[src/rtl/mem_pkg.sv]
// Main-memory bus types and timing; word addresses are byte addresses with bit 0 ignored
`default_nettype none

package mem_pkg;

    typedef logic [15:0] addr_t;                // Byte address on the memory bus
    typedef logic [15:0] word_t;                // One 16-bit data word

    localparam int MEM_LATENCY = 4;             // Cycles from a read strobe to its valid data
    localparam int MEM_WORDS   = 32768;         // Full 64 KB byte space held as 16-bit words

endpackage

`default_nettype wire

[src/rtl/cache_pkg.sv]
// Cache block geometry and fill FSM states; blocks are 16 bytes of 16-bit words, never partial
`default_nettype none

package cache_pkg;

    localparam int WORDS_PER_BLOCK = 8;         // Eight words make one 16-byte block
    localparam int OFFSET_W        = 4;         // Byte offset bits inside a block

    typedef logic [3:0] word_cnt_t;             // Wide enough to reach WORDS_PER_BLOCK itself

    typedef enum logic [1:0] {
        FILL_IDLE,                              // Waiting for a granted miss
        FILL_RUN,                               // Issuing reads and collecting returns
        FILL_DONE                               // One closing busy cycle before going idle
    } fill_state_t;

endpackage

`default_nettype wire

[src/rtl/cache_fill_fsm.sv]
// One-block fill FSM; expects miss_address stable from the cycle after the miss is taken
`timescale 1ns/10ps
`default_nettype none

module cache_fill_fsm (
    input  logic           clk,
    input  logic           rst_n,
    input  logic           grant,              // This machine currently owns main memory
    input  logic           miss_detected,      // Level from the cache until it sees the tag write
    input  mem_pkg::addr_t miss_address,       // Latched miss address from the arbiter
    input  logic           data_valid,         // Read data valid, already steered to this machine
    output logic           fsm_busy,
    output logic           mem_rd,
    output mem_pkg::addr_t mem_addr,
    output mem_pkg::addr_t fill_addr,
    output logic           write_data_array,
    output logic           write_tag_array
);

    cache_pkg::fill_state_t state;
    cache_pkg::fill_state_t state_nxt;
    cache_pkg::word_cnt_t   issue_cnt;         // Reads sent so far in this block
    cache_pkg::word_cnt_t   ret_cnt;           // Words written back so far
    mem_pkg::addr_t         block_base;
    logic                   last_word;

    // Offset bits cleared so both counters step from the block start
    assign block_base = {miss_address[15:cache_pkg::OFFSET_W], {cache_pkg::OFFSET_W{1'b0}}};

    assign fsm_busy  = (state != cache_pkg::FILL_IDLE);
    assign mem_rd    = (state == cache_pkg::FILL_RUN) &&
                       (issue_cnt != cache_pkg::word_cnt_t'(cache_pkg::WORDS_PER_BLOCK));
    assign mem_addr  = block_base + mem_pkg::addr_t'({issue_cnt, 1'b0}); // Word step is 2 bytes
    assign fill_addr = block_base + mem_pkg::addr_t'({ret_cnt, 1'b0});   // Tracks the returning word

    assign write_data_array = (state == cache_pkg::FILL_RUN) && data_valid;
    assign last_word        = write_data_array &&
                              (ret_cnt == cache_pkg::word_cnt_t'(cache_pkg::WORDS_PER_BLOCK - 1));
    assign write_tag_array  = last_word;       // Tag goes in alongside the eighth word

    always_comb begin
        state_nxt = state;
        case (state)
            cache_pkg::FILL_IDLE: begin
                if (grant && miss_detected) begin  // Only the granted machine may start
                    state_nxt = cache_pkg::FILL_RUN;
                end
            end
            cache_pkg::FILL_RUN: begin
                if (last_word) begin
                    state_nxt = cache_pkg::FILL_DONE;
                end
            end
            cache_pkg::FILL_DONE: state_nxt = cache_pkg::FILL_IDLE; // Cache drops its miss here
            default:              state_nxt = cache_pkg::FILL_IDLE;
        endcase
    end

    always_ff @(posedge clk) begin
        if (!rst_n) begin
            state     <= cache_pkg::FILL_IDLE;
            issue_cnt <= '0;
            ret_cnt   <= '0;
        end else begin
            state <= state_nxt;
            if (state == cache_pkg::FILL_IDLE) begin
                issue_cnt <= '0;                   // Ready for the next block
                ret_cnt   <= '0;
            end else begin
                if (mem_rd) begin
                    issue_cnt <= issue_cnt + 1'b1; // Issue runs ahead of the returns
                end
                if (write_data_array) begin
                    ret_cnt <= ret_cnt + 1'b1;
                end
            end
        end
    end

endmodule

`default_nettype wire

[src/rtl/cache_arbiter.sv]
// Two-cache memory arbiter; the instruction cache wins a tie and write-through stores pass only outside a stall
`timescale 1ns/10ps
`default_nettype none

module cache_arbiter (
    input  logic           clk,
    input  logic           rst_n,
    output logic           stall_n,

    input  mem_pkg::addr_t icache_addr,
    input  logic           icache_miss_detected,
    output logic           icache_fsm_busy,
    output logic           icache_write_data_array,
    output logic           icache_write_tag_array,
    output mem_pkg::addr_t icache_fill_addr,
    output mem_pkg::word_t icache_fill_data,

    input  mem_pkg::addr_t dcache_addr,
    input  logic           dcache_miss_detected,
    output logic           dcache_fsm_busy,
    output logic           dcache_write_data_array,
    output logic           dcache_write_tag_array,
    output mem_pkg::addr_t dcache_fill_addr,
    output mem_pkg::word_t dcache_fill_data,
    input  mem_pkg::addr_t dcache_write_addr,
    input  mem_pkg::word_t dcache_write_data,
    input  logic           dcache_write_enable,

    output mem_pkg::addr_t mem_addr,
    output mem_pkg::word_t mem_write_data,
    output logic           mem_rd,
    output logic           mem_wr,
    input  mem_pkg::word_t mem_read_data,
    input  logic           mem_data_valid
);

    mem_pkg::addr_t icache_miss_addr;
    mem_pkg::addr_t dcache_miss_addr;
    mem_pkg::addr_t icache_mem_addr;
    mem_pkg::addr_t dcache_mem_addr;
    logic           icache_mem_rd;
    logic           dcache_mem_rd;
    logic           grant_dcache;          // High when the data cache owns memory
    logic           stall;

    // Miss addresses follow the cache only while its machine is idle
    always_ff @(posedge clk) begin
        if (!rst_n) begin
            icache_miss_addr <= '0;
            dcache_miss_addr <= '0;
        end else begin
            if (icache_miss_detected && !icache_fsm_busy) begin
                icache_miss_addr <= icache_addr;
            end
            if (dcache_miss_detected && !dcache_fsm_busy) begin
                dcache_miss_addr <= dcache_addr;
            end
        end
    end

    // Data cache wins alone or when it already runs and the other is idle
    assign grant_dcache = (!icache_miss_detected && dcache_miss_detected) ||
                          (icache_miss_detected && dcache_miss_detected &&
                           !icache_fsm_busy && dcache_fsm_busy);

    assign stall   = icache_fsm_busy || dcache_fsm_busy;
    assign stall_n = !stall;                // Processor waits during any fill

    cache_fill_fsm u_icache_fill (
        .clk              (clk),
        .rst_n            (rst_n),
        .grant            (!grant_dcache),
        .miss_detected    (icache_miss_detected),
        .miss_address     (icache_miss_addr),
        .data_valid       (mem_data_valid && !grant_dcache),
        .fsm_busy         (icache_fsm_busy),
        .mem_rd           (icache_mem_rd),
        .mem_addr         (icache_mem_addr),
        .fill_addr        (icache_fill_addr),
        .write_data_array (icache_write_data_array),
        .write_tag_array  (icache_write_tag_array)
    );

    cache_fill_fsm u_dcache_fill (
        .clk              (clk),
        .rst_n            (rst_n),
        .grant            (grant_dcache),
        .miss_detected    (dcache_miss_detected),
        .miss_address     (dcache_miss_addr),
        .data_valid       (mem_data_valid && grant_dcache),
        .fsm_busy         (dcache_fsm_busy),
        .mem_rd           (dcache_mem_rd),
        .mem_addr         (dcache_mem_addr),
        .fill_addr        (dcache_fill_addr),
        .write_data_array (dcache_write_data_array),
        .write_tag_array  (dcache_write_tag_array)
    );

    assign mem_addr = stall ? (grant_dcache ? dcache_mem_addr : icache_mem_addr)
                            : dcache_write_addr;      // Store address outside a stall
    assign mem_rd   = grant_dcache ? dcache_mem_rd : icache_mem_rd;
    assign mem_wr   = dcache_write_enable && !stall; // Stores never collide with fill reads
    assign mem_write_data = dcache_write_data;

    assign icache_fill_data = mem_read_data;   // Both see the data and the steered valid qualifies it
    assign dcache_fill_data = mem_read_data;

endmodule

`default_nettype wire

[config.mk]
export PLATFORM = sky130hd
export DESIGN_NAME = cache_arbiter
export DESIGN_NICKNAME = d
export VERILOG_FILES = /design/src/rtl/mem_pkg.sv /design/src/rtl/cache_pkg.sv /design/src/rtl/cache_fill_fsm.sv /design/src/rtl/cache_arbiter.sv
export SDC_FILE = /design/constraint.sdc
export NUM_CORES = 1
export LEC_CHECK = 0
export BUFFER_PORTS_ARGS = -buffer_cell sky130_fd_sc_hd__buf_2
export CAP_MARGIN = 20
export CORE_MARGIN = 10
export CORE_UTILIZATION = 38
export DETAILED_ROUTE_END_ITERATION = 6
export HOLD_SLACK_MARGIN = 0.06
export PLACE_DENSITY = 0.68
export SYNTH_ARGS = -nofsm -noshare
export SYNTH_HDL_FRONTEND = slang
export SYNTH_HIERARCHICAL = 1
export SYNTH_SLANG_ARGS = --single-unit
[constraint.sdc]
create_clock -name clk -period 2.2 [get_ports clk]
set_input_delay 0.11 -clock clk [delete_from_list [all_inputs] [get_ports clk]]
set_output_delay 0.11 -clock clk [all_outputs]
set_load 0.01 [all_outputs]
==> flow_metrics.py <==
metrics = {
    "status": {
        "status": "finished clean",
    },
    "final_layout": {
        "postLayoutCoreUtil_pct": 43.7,
        "diodes": 0,
        "area_growth_pct": 12.2,
        "fin_cells": 615,
        "final_nets": 604,
        "drive_gt1_share_pct": 29.4,
    },
    "critical_path": {
        "cp_top_family": "simple AND/OR/NAND/NOR gates",
        "r2r_cells": 9,
        "cp-start-kind": "flop",
        "path_cells": "or2_4 -> nor2b_1 -> o21a_1 -> inv_2 -> and2_1 -> nand4b_1 -> nor2_2 -> buf_2",
        "slowest_stage": "dfxtp_2",
        "critPathKind": "flop to output port",
        "path_buf_inv": 2,
        "path_max_fanout": 7,
        "crit_required_ps": 2090,
        "cp.arrival_ps": 1980,
        "critPathMaxStageDelay_ps": 350,
        "path_depth": 8,
        "end_kind": "output port",
    },
    "sta": {
        "fin_crit_sh_pct": 94.8,
        "layout_min_cycle_time_ps": 2090,
        "setup_viol": 0,
        "max_freq_mhz": 480,
        "relSlewSlack_pct": 63.1,
        "report.final.slew_viol_count": 0,
        "hold_viol_final": 0,
        "fin_ws_ps": 115,
        "tns_ps": 0,
        "tightest_slew_ps": 553,
        "finClkSkew_ps": 6.39,
    },
    "clock_tree": {
        "clk_path_buf_depth": 2,
        "cts_buffers": 5,
        "cts_tree": "done",
        "clock_sinks": 44,
        "cts_htree_levels": 2,
        "root_buffer": "clkbuf_8",
        "clkTransAtPathRegs_ps": 90,
        "clk_latency_ps": 290,
    },
    "die": {
        "io_pins": 191,
        "die_x_microns": 117,
        "die_area_sq_um": 13700,
        "coreArea_sq_um": 9200,
        "std_cell_rows": 35,
        "die_h_microns": 117,
        "start_util_pct": 38.9,
    },
    "detailed_routing": {
        "drc": 0,
        "first_pass_iters": 4,
        "dr_total_vias": 3191,
        "drt-vias-per-instance": 5.19,
        "ant_nets": 0,
        "wl_per_cell_microns": 15.5,
        "drt-total-wl_mm": 9.51,
        "initialDrtViolationCount": 82,
    },
    "power_and_ir_drop": {
        "ir_worst_vdd_v": 0.000224,
        "p_leak_nw": 1.81,
        "powerDensity_nw_per_um2": 455,
        "power_mw": 1.83,
    },
    "yosys": {
        "syn_area_per_cell_sq_um": 7.92,
        "syn_area_sq_um": 3580,
        "syn_inst": 452,
        "synth_warnings": 6,
    },
    "hold_path": {
        "min_delay_path_depth": 3,
        "min_path_type": "primary input to flop",
    },
    "global_routing": {
        "grt_pass1_vias": 3125,
        "antenna_found_initial": 0,
        "grt_max_degree": 35,
        "grt_pass1_wl_mm": 14.8,
        "grt_overflow_total": 0,
        "grtUsageTotal_pct": 13.0,
    },
    "place": {
        "dp.cells": 589,
        "gp_congestion": 0.810,
        "place_ws_ps": 185,
        "dpl.hpwl_mm": 7.49,
        "port_buffers": 100,
    },
    "job": {
        "cap_violations": 0,
    },
}
## power breakdown
part / internal [mW] / switching, mW
clock network: 0.217 / 0.267
logic: 0.228 / 0.254
registers: 0.827 / 0.0361
## sequential cells by signal, summed over array words and instances (netlist names)
| register | cells |
|---|---|
| u_dcache_fill/issue_cnt | 4 |
| dcache_miss_addr | 12 |
| u_icache_fill/state | 2 |
| u_dcache_fill/state | 2 |
| icache_miss_addr | 12 |
| u_dcache_fill/ret_cnt | 4 |
| u_icache_fill/ret_cnt | 4 |
| u_icache_fill/issue_cnt | 4 |
## through the flow
step,hold WS (ps),area (sq um)
floorplan,239,3590
global placement,220,3720
detailed placement,220,3720
CTS,61.1,3990
global route,73.7,4020
finish,69.8,4020
## routing by layer
layer  global-route usage [%]  vias to the layer above  wire length [microns]  share of wire [%]
met2                     22.1                      114                   4320                 45
met5                        0                        -                      0                  0
met1                     15.6                     1472                   4260                 45
met4                     3.21                        0                     99                1.0
met3                     4.03                       20                    828                8.7
li1                         -                     1585                      -                  -
## tightest hold or removal path: cells and delay by family
kind | cells | cell delay (ps)
AOI/OAI and AO/OA | 1 | 70
buffers and inverters | 1 | 90
and+or+nand+nor | 1 | 50
## layout make-up
type / count / area [sq um]
tap: 111 / 139
inverter: 12 / 47.5
fill: 913 / 5180
timing repair buffer: 133 / 793
clock buffer: 6 / 72.6
clock inverter: 1 / 5.00
multi-input combinational: 308 / 2080
sequential: 44 / 885
## placed cells by master (no fill, tap or decap), types with 3 or more instances in the layout
cell type,count
a221o_1,16
nand3_1,26
dfxtp_1,41
clkbuf_8,5
xor2_1,8
ha_1,12
xnor2_1,38
conb_1,4
inv_2,4
o21ai_0,10
a21oi_1,12
inv_1,7
buf_2,100
and3_1,20
and4_1,4
nor2b_1,3
a21boi_1,19
and2_1,4
nand2b_1,9
buf_4,15
or2_4,3
nand3b_1,6
dlygate4sd3_1,18
nand4_1,12
nand2_1,64
nor2_1,7
a21boi_0,5
dfxtp_2,3
## final timing paths
path / start / end / slack, ps
setup / recovery: u_dcache_fill/state[1] / icache_write_tag_array / 110
hold / removal: dcache_addr[11] / dcache_miss_addr[11] / 70
hold reg to reg: u_dcache_fill/ret_cnt[1] / u_dcache_fill/ret_cnt[1] / 500
setup reg to reg: u_dcache_fill/state[1] / u_icache_fill/state[0] / 260
## timing repair
item | in CTS | in global routing
hold endpoints to repair | 18 | 0
hold buffers | 18 | 0
endpoints found under the setup margin | 18 | 20
gates resized for setup | 4 | 12
pin swaps | 0 | 4
setup buffers | 0 | 1
Note: power is estimated with default switching activity, not from simulation.
